$ cat src/cam_pkg.sv
package cam_pkg;

    // full sensor frame
    localparam int frame_cols = 640;  // also the row stride
    localparam int frame_rows = 480;

    localparam int col_w = $clog2(frame_cols + 1);  // holds the clamp value
    localparam int row_w = $clog2(frame_rows + 1);

    // frame buffer side
    localparam int addr_w = 19;
    localparam int pix_w  = 24;  // rgb888

    // writer fifo depth, same as the credit pool
    localparam int credits    = 4;
    localparam int cred_w     = $clog2(credits + 1);
    localparam int fifo_ptr_w = $clog2(credits);

    typedef enum logic [1:0] {
        ctrl_reset,
        ctrl_init,
        ctrl_stream,
        ctrl_hold  // host owns the buffer
    } ctrl_state_t;

endpackage

$ cat src/sccb_pkg.sv
package sccb_pkg;

    localparam logic [7:0] sccb_id = 8'h42;  // ov7670 write address

    // quarter bit period in system clocks
    localparam int sccb_div   = 4;
    localparam int sccb_div_w = $clog2(sccb_div);

    localparam int reg_count = 6;
    localparam int reg_idx_w = $clog2(reg_count);

    // {register, value}
    localparam logic [15:0] reg_table [reg_count] = '{
        16'h1280,  // com7 soft reset
        16'h1101,  // clkrc prescale
        16'h1204,  // com7 rgb output
        16'h8c02,  // rgb444 enable, xr gb word order
        16'h40d0,  // com15 full range
        16'h3a04   // tslb byte order
    };

    typedef enum logic [2:0] {
        sccb_idle,
        sccb_start,
        sccb_bit,
        sccb_ack,   // don't care bit, line released
        sccb_stop,
        sccb_done
    } sccb_state_t;

endpackage

$ cat src/cam_sccb_init.sv
`timescale 1ns/1ps

module cam_sccb_init (
    input  logic i_clk,
    input  logic i_rst_n,
    input  logic init_start,
    output logic sioc,
    output logic siod_out,
    output logic siod_oe,
    output logic init_done
);
    import sccb_pkg::*;

    sccb_state_t           state;
    logic [sccb_div_w-1:0] div_cnt;
    logic [1:0]            quarter;   // position inside one bit
    logic [2:0]            bit_idx;
    logic [1:0]            byte_idx;  // id, register, value
    logic [reg_idx_w-1:0]  entry;
    logic [7:0]            tx_byte;
    logic                  tick;

    assign tick = (div_cnt == sccb_div_w'(sccb_div - 1));

    always_comb begin
        case (byte_idx)
            2'd0:    tx_byte = sccb_id;
            2'd1:    tx_byte = reg_table[entry][15:8];
            default: tx_byte = reg_table[entry][7:0];
        endcase
    end

    // bus levels follow state and quarter
    always_comb begin
        sioc     = 1'b1;
        siod_out = 1'b1;
        siod_oe  = 1'b0;
        case (state)
            sccb_start: begin
                siod_oe  = 1'b1;
                siod_out = (quarter == 2'd0);  // falls while sioc high
                sioc     = (quarter != 2'd3);
            end
            sccb_bit: begin
                siod_oe  = 1'b1;
                siod_out = tx_byte[bit_idx];
                sioc     = (quarter == 2'd1) || (quarter == 2'd2);
            end
            sccb_ack: begin
                sioc = (quarter == 2'd1) || (quarter == 2'd2);
            end
            sccb_stop: begin
                siod_oe  = (quarter != 2'd3);
                siod_out = quarter[1];  // rises while sioc high
                sioc     = (quarter != 2'd0);
            end
            default: ;
        endcase
    end

    always_ff @(posedge i_clk or negedge i_rst_n) begin
        if (!i_rst_n) begin
            state     <= sccb_idle;
            div_cnt   <= '0;
            quarter   <= '0;
            bit_idx   <= '0;
            byte_idx  <= '0;
            entry     <= '0;
            init_done <= 1'b0;
        end else begin
            case (state)
                sccb_idle: begin
                    if (init_start) begin
                        state <= sccb_start;
                        entry <= '0;
                    end
                end
                sccb_done: ;
                default: begin
                    div_cnt <= tick ? '0 : div_cnt + 1'b1;
                    if (tick) begin
                        quarter <= quarter + 2'd1;
                        if (quarter == 2'd3) begin
                            case (state)
                                sccb_start: begin
                                    state    <= sccb_bit;
                                    byte_idx <= 2'd0;
                                    bit_idx  <= 3'd7;
                                end
                                sccb_bit: begin
                                    if (bit_idx == 3'd0) state <= sccb_ack;
                                    else bit_idx <= bit_idx - 3'd1;
                                end
                                sccb_ack: begin
                                    if (byte_idx == 2'd2) begin
                                        state <= sccb_stop;
                                    end else begin
                                        byte_idx <= byte_idx + 2'd1;
                                        bit_idx  <= 3'd7;
                                        state    <= sccb_bit;
                                    end
                                end
                                sccb_stop: begin
                                    if (entry == reg_idx_w'(reg_count - 1)) begin
                                        state     <= sccb_done;
                                        init_done <= 1'b1;
                                    end else begin
                                        entry <= entry + 1'b1;
                                        state <= sccb_start;
                                    end
                                end
                                default: ;
                            endcase
                        end
                    end
                end
            endcase
        end
    end

endmodule

$ cat src/cam_pixel_capture.sv
`timescale 1ns/1ps

module cam_pixel_capture (
    input  logic                       i_clk,
    input  logic                       i_rst_n,
    input  logic                       pclk,
    input  logic                       vsync,
    input  logic                       href,
    input  logic [7:0]                 data,
    input  logic                       capture_arm,
    input  logic                       credit_ret,
    output logic                       pix_valid,
    output logic [cam_pkg::addr_w-1:0] pix_addr,
    output logic [cam_pkg::pix_w-1:0]  pix_data,
    output logic                       frame_end,
    output logic                       overflow
);
    import cam_pkg::*;

    logic [2:0]        pclk_sync, vsync_sync, href_sync;  // [1] synced, [2] previous
    logic [7:0]        data_s1, data_s2;
    logic              pclk_rise, vsync_rise, vsync_fall, href_rise, href_fall;
    logic              sample;
    logic              active;  // armed frame in progress
    logic              phase;   // 0 red byte, 1 green/blue byte
    logic [3:0]        red;
    logic [col_w-1:0]  col, s1_col;
    logic [row_w-1:0]  row, s1_row;
    logic              s1_valid, s2_valid;
    logic [pix_w-1:0]  s1_data, s2_data;
    logic [addr_w-1:0] s2_addr;
    logic [1:0]        end_pipe;  // matches the pixel pipeline depth
    logic [cred_w-1:0] credit_cnt;
    logic              spend;

    assign pclk_rise  = pclk_sync[1] & ~pclk_sync[2];
    assign vsync_rise = vsync_sync[1] & ~vsync_sync[2];
    assign vsync_fall = ~vsync_sync[1] & vsync_sync[2];
    assign href_rise  = href_sync[1] & ~href_sync[2];
    assign href_fall  = ~href_sync[1] & href_sync[2];
    assign sample     = pclk_rise && href_sync[1] && active && !href_rise;
    assign spend      = s2_valid && (credit_cnt != '0);

    always_ff @(posedge i_clk or negedge i_rst_n) begin
        if (!i_rst_n) begin
            pclk_sync  <= '0;
            vsync_sync <= '0;
            href_sync  <= '0;
            active     <= 1'b0;
            phase      <= 1'b0;
            col        <= '0;
            row        <= '0;
            s1_valid   <= 1'b0;
            s2_valid   <= 1'b0;
            pix_valid  <= 1'b0;
            end_pipe   <= '0;
            frame_end  <= 1'b0;
            credit_cnt <= cred_w'(credits);
            overflow   <= 1'b0;
        end else begin
            pclk_sync  <= {pclk_sync[1:0], pclk};
            vsync_sync <= {vsync_sync[1:0], vsync};
            href_sync  <= {href_sync[1:0], href};
            if (vsync_fall) begin
                active <= capture_arm;
                row    <= '0;
            end else if (vsync_rise) begin
                active <= 1'b0;
            end
            s1_valid <= 1'b0;
            if (href_rise) begin
                col   <= '0;
                phase <= 1'b0;
            end else if (href_fall) begin
                if (active && row < row_w'(frame_rows)) row <= row + 1'b1;
            end else if (sample) begin
                phase <= ~phase;
                if (phase) begin
                    s1_valid <= (col < col_w'(frame_cols)) && (row < row_w'(frame_rows));
                    if (col < col_w'(frame_cols)) col <= col + 1'b1;
                end
            end
            s2_valid   <= s1_valid;
            pix_valid  <= spend;
            credit_cnt <= credit_cnt + cred_w'(credit_ret) - cred_w'(spend);
            if (s2_valid && credit_cnt == '0) overflow <= 1'b1;  // sticky
            end_pipe  <= {end_pipe[0], vsync_rise && active};
            frame_end <= end_pipe[1];
        end
    end

    always_ff @(posedge i_clk) begin
        data_s1 <= data;
        data_s2 <= data_s1;
        if (sample && !phase) red <= data_s2[3:0];
        if (sample && phase) begin
            s1_col  <= col;
            s1_row  <= row;
            s1_data <= {red, red, data_s2[7:4], data_s2[7:4], data_s2[3:0], data_s2[3:0]};
        end
        s2_addr <= addr_w'(s1_row) * addr_w'(frame_cols) + addr_w'(s1_col);
        s2_data <= s1_data;
        if (spend) begin
            pix_addr <= s2_addr;
            pix_data <= s2_data;
        end
    end

endmodule

$ cat src/cam_frame_ctrl.sv
`timescale 1ns/1ps

module cam_frame_ctrl (
    input  logic i_clk,
    input  logic i_rst_n,
    input  logic init_done,
    input  logic frame_end,
    input  logic capture,
    input  logic nios_finish,
    output logic init_start,
    output logic capture_arm,
    output logic frame_held
);
    import cam_pkg::*;

    ctrl_state_t state;
    logic        pending;  // host asked, current frame still running

    assign capture_arm = (state == ctrl_stream);
    assign frame_held  = (state == ctrl_hold);

    always_ff @(posedge i_clk or negedge i_rst_n) begin
        if (!i_rst_n) begin
            state      <= ctrl_reset;
            init_start <= 1'b0;
            pending    <= 1'b0;
        end else begin
            init_start <= 1'b0;
            case (state)
                ctrl_reset: begin
                    state      <= ctrl_init;
                    init_start <= 1'b1;
                end
                ctrl_init: begin
                    if (init_done) state <= ctrl_stream;
                end
                ctrl_stream: begin
                    if (frame_end && (pending || capture)) begin
                        state   <= ctrl_hold;  // frame finished, keep buffer
                        pending <= 1'b0;
                    end else if (capture) begin
                        pending <= 1'b1;
                    end
                end
                ctrl_hold: begin
                    if (nios_finish) state <= ctrl_stream;
                end
                default: state <= ctrl_reset;
            endcase
        end
    end

endmodule

$ cat src/cam_mem_writer.sv
`timescale 1ns/1ps

module cam_mem_writer (
    input  logic                       i_clk,
    input  logic                       i_rst_n,
    input  logic                       pix_valid,
    input  logic [cam_pkg::addr_w-1:0] pix_addr,
    input  logic [cam_pkg::pix_w-1:0]  pix_data,
    input  logic                       mem_ready,
    output logic                       credit_ret,
    output logic                       mem_we,
    output logic [cam_pkg::addr_w-1:0] mem_addr,
    output logic [cam_pkg::pix_w-1:0]  mem_data
);
    import cam_pkg::*;

    logic [addr_w-1:0]     addr_mem [credits];
    logic [pix_w-1:0]      data_mem [credits];
    logic [fifo_ptr_w-1:0] wr_ptr, rd_ptr;  // depth is a power of two, pointers just wrap
    logic [cred_w-1:0]     count;
    logic                  xfer;

    // head entry sits on the port until taken
    assign mem_we   = (count != '0);
    assign mem_addr = addr_mem[rd_ptr];
    assign mem_data = data_mem[rd_ptr];
    assign xfer     = mem_we && mem_ready;

    always_ff @(posedge i_clk or negedge i_rst_n) begin
        if (!i_rst_n) begin
            wr_ptr     <= '0;
            rd_ptr     <= '0;
            count      <= '0;
            credit_ret <= 1'b0;
        end else begin
            if (pix_valid) wr_ptr <= wr_ptr + 1'b1;  // no full check, credits bound it
            if (xfer) rd_ptr <= rd_ptr + 1'b1;
            count      <= count + cred_w'(pix_valid) - cred_w'(xfer);
            credit_ret <= xfer;
        end
    end

    always_ff @(posedge i_clk) begin
        if (pix_valid) begin
            addr_mem[wr_ptr] <= pix_addr;
            data_mem[wr_ptr] <= pix_data;
        end
    end

endmodule

$ cat src/cam_top.sv
`timescale 1ns/1ps

module cam_top (
    input  logic                       i_clk,
    input  logic                       i_rst_n,
    input  logic                       ov_pclk,
    input  logic                       ov_vsync,
    input  logic                       ov_href,
    input  logic [7:0]                 ov_data,
    input  logic                       capture,
    input  logic                       nios_finish,
    input  logic                       mem_ready,
    output logic                       ov_xclk,
    output logic                       ov_sioc,
    output logic                       ov_siod_out,
    output logic                       ov_siod_oe,
    output logic                       ov_pwdn,
    output logic                       ov_reset,
    output logic                       mem_we,
    output logic [cam_pkg::addr_w-1:0] mem_addr,
    output logic [cam_pkg::pix_w-1:0]  mem_data,
    output logic                       frame_held,
    output logic                       overflow
);
    import cam_pkg::*;

    logic              init_start, init_done;
    logic              capture_arm, frame_end;
    logic              pix_valid, credit_ret;
    logic [addr_w-1:0] pix_addr;
    logic [pix_w-1:0]  pix_data;

    assign ov_pwdn = 1'b0;  // sensor always powered

    always_ff @(posedge i_clk or negedge i_rst_n) begin
        if (!i_rst_n) begin
            ov_xclk  <= 1'b0;
            ov_reset <= 1'b0;  // held in reset until init begins
        end else begin
            ov_xclk <= ~ov_xclk;
            if (init_start) ov_reset <= 1'b1;
        end
    end

    cam_sccb_init u_sccb_init (
        .i_clk      (i_clk),
        .i_rst_n    (i_rst_n),
        .init_start (init_start),
        .sioc       (ov_sioc),
        .siod_out   (ov_siod_out),
        .siod_oe    (ov_siod_oe),
        .init_done  (init_done)
    );

    cam_pixel_capture u_capture (
        .i_clk       (i_clk),
        .i_rst_n     (i_rst_n),
        .pclk        (ov_pclk),
        .vsync       (ov_vsync),
        .href        (ov_href),
        .data        (ov_data),
        .capture_arm (capture_arm),
        .credit_ret  (credit_ret),
        .pix_valid   (pix_valid),
        .pix_addr    (pix_addr),
        .pix_data    (pix_data),
        .frame_end   (frame_end),
        .overflow    (overflow)
    );

    cam_frame_ctrl u_frame_ctrl (
        .i_clk       (i_clk),
        .i_rst_n     (i_rst_n),
        .init_done   (init_done),
        .frame_end   (frame_end),
        .capture     (capture),
        .nios_finish (nios_finish),
        .init_start  (init_start),
        .capture_arm (capture_arm),
        .frame_held  (frame_held)
    );

    cam_mem_writer u_mem_writer (
        .i_clk      (i_clk),
        .i_rst_n    (i_rst_n),
        .pix_valid  (pix_valid),
        .pix_addr   (pix_addr),
        .pix_data   (pix_data),
        .mem_ready  (mem_ready),
        .credit_ret (credit_ret),
        .mem_we     (mem_we),
        .mem_addr   (mem_addr),
        .mem_data   (mem_data)
    );

endmodule

$ cat config.mk
export PLATFORM = sky130hd
export DESIGN_NAME = cam_top
export DESIGN_NICKNAME = d
export VERILOG_FILES = /design/src/cam_pkg.sv /design/src/sccb_pkg.sv /design/src/cam_sccb_init.sv /design/src/cam_pixel_capture.sv /design/src/cam_frame_ctrl.sv /design/src/cam_mem_writer.sv /design/src/cam_top.sv
export SDC_FILE = /design/constraint.sdc
export NUM_CORES = 1
export LEC_CHECK = 0
export BUFFER_PORTS_ARGS = -buffer_cell sky130_fd_sc_hd__clkbuf_2
export CORE_ASPECT_RATIO = 0.5
export CORE_UTILIZATION = 42
export DETAILED_ROUTE_END_ITERATION = 10
export GPL_TIMING_DRIVEN = 0
export PLACE_DENSITY = 0.54
export SLEW_MARGIN = 20
export SYNTH_ARGS = -nofsm -noshare
export SYNTH_HDL_FRONTEND = slang
export SYNTH_HIERARCHICAL = 1
export SYNTH_SLANG_ARGS = --single-unit
$ cat constraint.sdc
create_clock -name i_clk -period 7.3 [get_ports i_clk]
set_clock_uncertainty 0.2 [all_clocks]
set_input_delay 0 -clock i_clk [delete_from_list [all_inputs] [get_ports i_clk]]
set_output_delay 0 -clock i_clk [all_outputs]
set_load 0.1 [all_outputs]
Word level (Yosys, flattened, before mapping)
Memory sizes are Yosys's and may differ from the RTL's.
Index checks and enable logic that the tools add are counted.
W data, S select, Z words.
{"block": "op_classes", "add_sub_neg": 14, "n_mul": 1, "magnitude_cmp": 4, "eq_ne": 25, "mux": 55, "n_bitwise": 15, "reduce_logical": 49}
{"cell": "$mux W10", "count": 5}
{"cell": "$mux W3", "count": 13}
{"cell": "$mux W9", "count": 4}
{"cell": "$mux W16", "count": 2}
{"cell": "$reduce_bool A2 Y1", "count": 10}
{"cell": "$add A19 B10 Y19", "count": 1}
{"cell": "$reduce_and A6 Y1", "count": 3}
{"cell": "$pmux W8 S2", "count": 1}
{"cell": "$mux W1", "count": 15}
{"cell": "$eq A2 B2 Y1 const B", "count": 6}
{"cell": "$logic_and A1 B1 Y1", "count": 12}
{"cell": "$mul A9 B3 Y12 const B", "count": 1}
{"cell": "$ne A2 B2 Y1 const B", "count": 6}
{"cell": "$pmux W3 S2", "count": 2}
{"cell": "$pmux W3 S4", "count": 1}
{"cell": "$add A10 B1 Y10 const B", "count": 1}
{"cell": "$add A2 B1 Y2 const B", "count": 5}
{"cell": "$lt A10 B10 Y1 const B", "count": 1}
{"cell": "$mux W2", "count": 5}
{"cell": "$reduce_and A5 Y1", "count": 2}
{"cell": "$add A9 B1 Y9 const B", "count": 1}
{"cell": "$eq A3 B3 Y1 const B", "count": 3}
{"cell": "$logic_not A3 Y1", "count": 3}
{"cell": "$lt A9 B9 Y1 const B", "count": 1}
{"cell": "29 further kinds", "count": 59}
{"block": "word_totals", "reg_bits": 219, "mem_bits_rw": 172, "rom_bits": 128, "inputBits": 16, "out_inout_bits": 52, "elab_cells": 206, "n_memories": 3}
{"memory": "(no name shown)", "depth": 8, "width": 16, "rd": 1, "rd_clocked_by_memory_dff": 0, "write_ports": 0, "line": "cam_sccb_init.sv:28", "text": "2'd1: tx_byte = reg_table[entry][15:8];"}
{"memory": "u_mem_writer.data_mem", "depth": 4, "width": 24, "rd": 1, "rd_clocked_by_memory_dff": 0, "write_ports": 1, "line": "cam_mem_writer.sv:18", "text": "logic [pix_w-1:0] data_mem [credits];"}
{"memory": "u_mem_writer.addr_mem", "depth": 4, "width": 19, "rd": 1, "rd_clocked_by_memory_dff": 0, "write_ports": 1, "line": "cam_mem_writer.sv:17", "text": "logic [addr_w-1:0] addr_mem [credits];"}

Depth between registers and ports, before layout
{"block": "depth", "word_depth": 8, "mapped_depth": 9}

Cells and area by module
Netlist, hierarchy kept.
{"mod": "cam_mem_writer", "n_inst": 1, "cells_each": 260, "area_per_inst_um2": 6687.7}
{"mod": "cam_pixel_capture", "n_inst": 1, "cells_each": 341, "area_per_inst_um2": 5265.0}
{"mod": "cam_sccb_init", "n_inst": 1, "cells_each": 141, "area_per_inst_um2": 1253.7}
{"mod": "cam_frame_ctrl", "n_inst": 1, "cells_each": 15, "area_per_inst_um2": 177.7}
{"mod": "cam_top", "n_inst": 1, "cells_each": 6, "area_per_inst_um2": 71.3}

Worst setup path after synthesis
No wires, ideal clock.
{"block": "synth_path", "path_kind": "flip-flop to flip-flop", "start": "register u_capture.credit_cnt[2]", "end": "register u_capture.credit_cnt[2]", "setup_ns": 0.075, "t_arrival_ns": 3.392, "path_slack_ns": 3.632, "path_stages_with_launch": 10, "path_buffers": 0, "cell_sequence": "dfstp_2 nor3_1 nor2b_1 ha_1 inv_1 ha_1 inv_1 fa_1 xnor2_1 xnor2_1"}
{"block": "synth_via", "elab_chain_len": 3, "word_cells_on_any_way": 4, "classes_between": "add/sub: 2; reduce/logical: 2"}
{"element": "start, declared", "line": "cam_pixel_capture.sv:33", "text": "logic [cred_w-1:0] credit_cnt;"}
{"element": "start signal, assigned", "line": "cam_pixel_capture.sv:58", "text": "credit_cnt <= cred_w'(credits);"}
{"element": "start signal, assigned", "line": "cam_pixel_capture.sv:85", "text": "credit_cnt <= credit_cnt + cred_w'(credit_ret) - cred_w'(spend);"}
{"element": "$reduce_bool A3 Y1", "line": "cam_pixel_capture.sv:42", "text": "assign spend = s2_valid && (credit_cnt != '0);"}
{"element": "$logic_and A1 B1 Y1", "line": "cam_pixel_capture.sv:42"}
{"element": "named net u_capture.spend", "line": "cam_pixel_capture.sv:34", "text": "logic spend;"}
{"element": "$sub A3 B1 Y3", "line": "cam_pixel_capture.sv:85"}
The timed path passes the listed nets, and every way through them passes these cells.
A chain may end at the register's enable or synchronous reset.

Final worst setup path
{"block": "layout_path", "start": "register u_sccb_init.byte_idx[0]", "end": "output port ov_siod_out"}
{"block": "layout_via", "elab_chain_len": 5, "word_cells_on_any_way": 6, "classes_between": "eq/ne: 1; mux: 4; reduce/logical: 1"}
{"element": "start, declared", "line": "cam_sccb_init.sv:18", "text": "logic [1:0] byte_idx;"}
{"element": "start signal, assigned", "line": "cam_sccb_init.sv:98", "text": "byte_idx <= byte_idx + 2'd1;"}
{"element": "$eq A2 B1 Y1 or $logic_not A2 Y1 (tied branches)", "line": "cam_sccb_init.sv:26", "text": "case (byte_idx)"}
{"element": "$pmux W8 S2 *", "line": "cam_sccb_init.sv:26"}
{"element": "$bmux W1 S3 *", "line": "cam_sccb_init.sv:46", "text": "siod_out = tx_byte[bit_idx];"}
{"element": "$mux W1 (not written as such) *", "line": "cam_sccb_init.sv:46"}
{"element": "$pmux W1 S3 *", "line": "cam_sccb_init.sv:38", "text": "case (state)"}
{"element": "end, declared", "line": "cam_top.sv:15", "text": "output logic ov_siod_out,"}
Mark *: on every way between the ends. The rest lies on a longest branch, timed or not. The select of a mux whose other input is x is not followed.

==> out/qor.csv <==
metric,value,unit
P_sw,1.50,mW
VDD IR-drop max,200,uV
R2R cell count,9,
Post-CTS Hold Fix Bufs,29,
IO Pins,68,
finished layout cell area,15800,sq um
first-pass GRT wire length,35900,microns
dpl cell area,14500,sq um
"Largest stage delay, worst path",480,ps
RSZ-0062 raised after global routing,false,
Tmin final,2970,ps
CTS Buf Count,31,
DRT Pass-1 Iters,4,
CTS resizes,0,
Sw Ratio,30.8,%
CTS root buf,clkbuf_16,
drt via density,4.86,
number of global-route vias before repair,6871,
Initial Util,43.5,%
power share of the combinational group,22.2,%
Rows,45,
count of cell types in the netlist,65,
Mapped Nets,829,
antenna cells,0,
worst hold path type,input pin to register,
CTS Sinks,355,
FMAX,337,MHz
total gr overflow,0,
post-synth top area share,53.1,%
dpl hpwl,14200,microns
Worst-path clk slew,70,ps
Syn Inst Count,763,
Critical Path Fanout Max,5,
post-route clock period utilization,40.7,%
synthesized area per cell,17.6,sq um
Clock power frac,33.0,%
synth top area cells,"edfxtp_1 53%, dfrtp_1 13%, dfxtp_1 7.0%, mux4_2 6.4%, ha_1 4.3%",
final setup vio count,0,
Setup Buffers After CTS,0,
die span in x,255,microns
Worst EP arrival,2770,ps
WP buf/inv,2,
most frequent cells in the layout,"238 x edfxtp_1, 69 x dfrtp_1, 65 x clkbuf_2",
Worst-Skew Late Latency,570,ps
Slew @ Worst Pin,618,ps
"Seq/Total Area, Yosys",73.1,%
TritonCTS clock tree,yes,
initial antenna violation count,0,
status,"finished, final reports clean",
Post-route DRC,0,
die height,129,microns
Max Slew Vio Count,0,
crit path kind,register to output pin,
"Max stage delay cell, worst path",clkbuf_2,
"most common cell after layout, fill and taps aside",edfxtp_1,
die area,32800,sq um
share of power burned in registers,44.8,%
Max-slew headroom,58.7,%
leading area contributor after synthesis,edfxtp_1,
Buffers on Ports,66,
Synth Warn #,6,
total track usage,14.2,%
synthesized area,13500,sq um
1st-iter DRT viols,381,
"flops & latches, synth",355,
Async SR Flop Fraction,19.7,%
Worst Hold Path EP,u_frame_ctrl/pending$_DFFE_PN0P_,
reg-to-reg startpoint,u_capture/s1_row[1]$_DFFE_PP_,
startpoint of the worst hold path,capture,
RePlAce Congestion,0.779,
clk buf depth,3,
"CP delay by family, top",compound AO/OA/AOI/OAI gates,
reg2reg setup slack,4420,ps
number of flops mapped to enable cells by yosys,238,
Crit Reg-Reg Endpoint,u_capture/s2_addr[17]$_DFF_P_,
Vias,6546,
Core Region,30900,sq um
Routed WL,22200,microns
"Primary FF master, synth",edfxtp_1,
H-tree depth,1,
largest net degree at the start of global routing,44,
Startpoint Class,register,
area grow syn2layout,17.5,%
Final TNS setup,0,ps
Final Hold Fails,0,
Crit path required time,7100,ps
Pleak,5.88,nW
Max Cap Viol,0,
Nets,964,
share of cells above drive strength 1,22.9,%
P_int,3.37,mW
WHS Path Cells,4,
Antenna Violating Nets Remaining,0,
wire per inst,16.5,microns
"Cell Chain, Critical Path",inv_1 -> ha_1 -> o21ai_0 -> o311a_1 -> a311o_1 -> o211ai_2 -> clkbuf_2,
Crit. End Element,output pin,
total power per unit cell area,308,nW/um^2
routing by layer:
layer	part of all wire, %	GRT usage, %	wire length [microns]
met4	1.8	3.45	394
met1	45	18.5	10100
met3	3.4	2.95	745
met2	50	24.6	11000
met5	0	0	0
cell type report:
| type | instances | area [sq um] |
|---|---|---|
| Clock inverter | 11 | 124 |
| Multi-Input combinational cell | 346 | 3260 |
| Buffer | 31 | 260 |
| Fill cell | 2603 | 15100 |
| Timing Repair Buffer | 102 | 788 |
| Tap cell | 423 | 529 |
| Inverter | 31 | 116 |
| Clock buffer | 47 | 886 |
| Sequential cell | 355 | 9840 |
sequential cells by signal, summed over array words and instances, names as in the netlist, 10 cells and up:
name                   count
u_mem_writer/data_mem     96
u_mem_writer/addr_mem     76
u_capture/pix_addr        19
u_capture/s2_addr         19
u_capture/pix_data        12
u_capture/s1_data         12
u_capture/s2_data         12
u_capture/col             10
u_capture/s1_col          10
power by group through the flow:
stage | Clock, mW | Combinational, mW | Sequential, mW
2_1_floorplan | 0 | 0.923 | 2.22
3_3_place_gp | 0 | 1.08 | 2.23
3_5_place_dp | 0 | 1.09 | 2.23
4_1_cts | 1.66 | 1.11 | 2.19
5_1_grt | 1.74 | 1.14 | 2.19
6_report | 1.61 | 1.08 | 2.19
how the worst max path moves through the flow:
stage	cells past startpoint	to	startpoint
global placement	9	u_capture/credit_cnt[2]$_DFF_PN1_	u_capture/credit_cnt[2]$_DFF_PN1_
CTS	7	ov_siod_out	u_sccb_init/byte_idx[0]$_DFFE_PN0P_
finish	7	ov_siod_out	u_sccb_init/byte_idx[0]$_DFFE_PN0P_
detailed placement	9	u_capture/s2_addr[17]$_DFF_P_	u_capture/s1_row[1]$_DFFE_PP_
floorplan	9	u_capture/credit_cnt[2]$_DFF_PN1_	u_capture/credit_cnt[2]$_DFF_PN1_
global route	8	ov_siod_out	u_sccb_init/byte_idx[0]$_DFFE_PN0P_
kinds of logic after synthesis:
logic type | after synthesis | share of synthesized area (%)
adders and majority gates | 50 | 4.87
xor gates and xnor gates | 34 | 2.21
muxes | 52 | 8.09
AOI/OAI and AO/OA | 83 | 4.01
DFF | 355 | 73.1
and+or+nand+nor | 126 | 4.85
buffers and inverters | 62 | 2.80
other | 1 | 0.0279
synth_stat cells, types with 2 or more instances:
library cell and count:
a21o_1 6, a21oi_1 13, a21oi_2 3, a31oi_1 5, and2_1 5, and3_1 7, and4_1 2, buf_12 4
buf_2 9, buf_4 14, buf_6 2, clkbuf_1 2, dfrtp_1 69, dfxtp_1 47, edfxtp_1 238, fa_1 4
ha_1 46, inv_1 30, mux2_2 5, mux2i_1 3, mux4_1 5, mux4_2 38, nand2_1 25, nand2b_1 7
nand3_1 13, nand3b_1 2, nand4_1 4, nor2_1 38, nor2b_1 9, nor3_1 5, o21a_1 2, o21ai_0 32
o21ai_1 2, o311ai_0 2, o31ai_1 3, xnor2_1 19, xor2_1 15
tightest hold or removal path: stages:
cell and delay [ps]:
dlygate4sd3_1 520, clkbuf_2 110, a21oi_1 60, a21oi_1 110
per-stage QoR:
stage          cells  power, mW  hold WS [ps]  utilization (%)  worst slack [ps]
3_5_place_dp    1259       3.32          -208             46.9              4410
5_1_grt         1346       5.07           108             51.1              4100
2_1_floorplan    763       3.14          -496                -              3630
4_1_cts         1346       4.95          59.1             51.1              4280
6_report        1346       4.87          86.3             51.1              4330
3_3_place_gp    1252       3.31         -95.7             46.3              2140
Power figures use the tool's default switching activity.
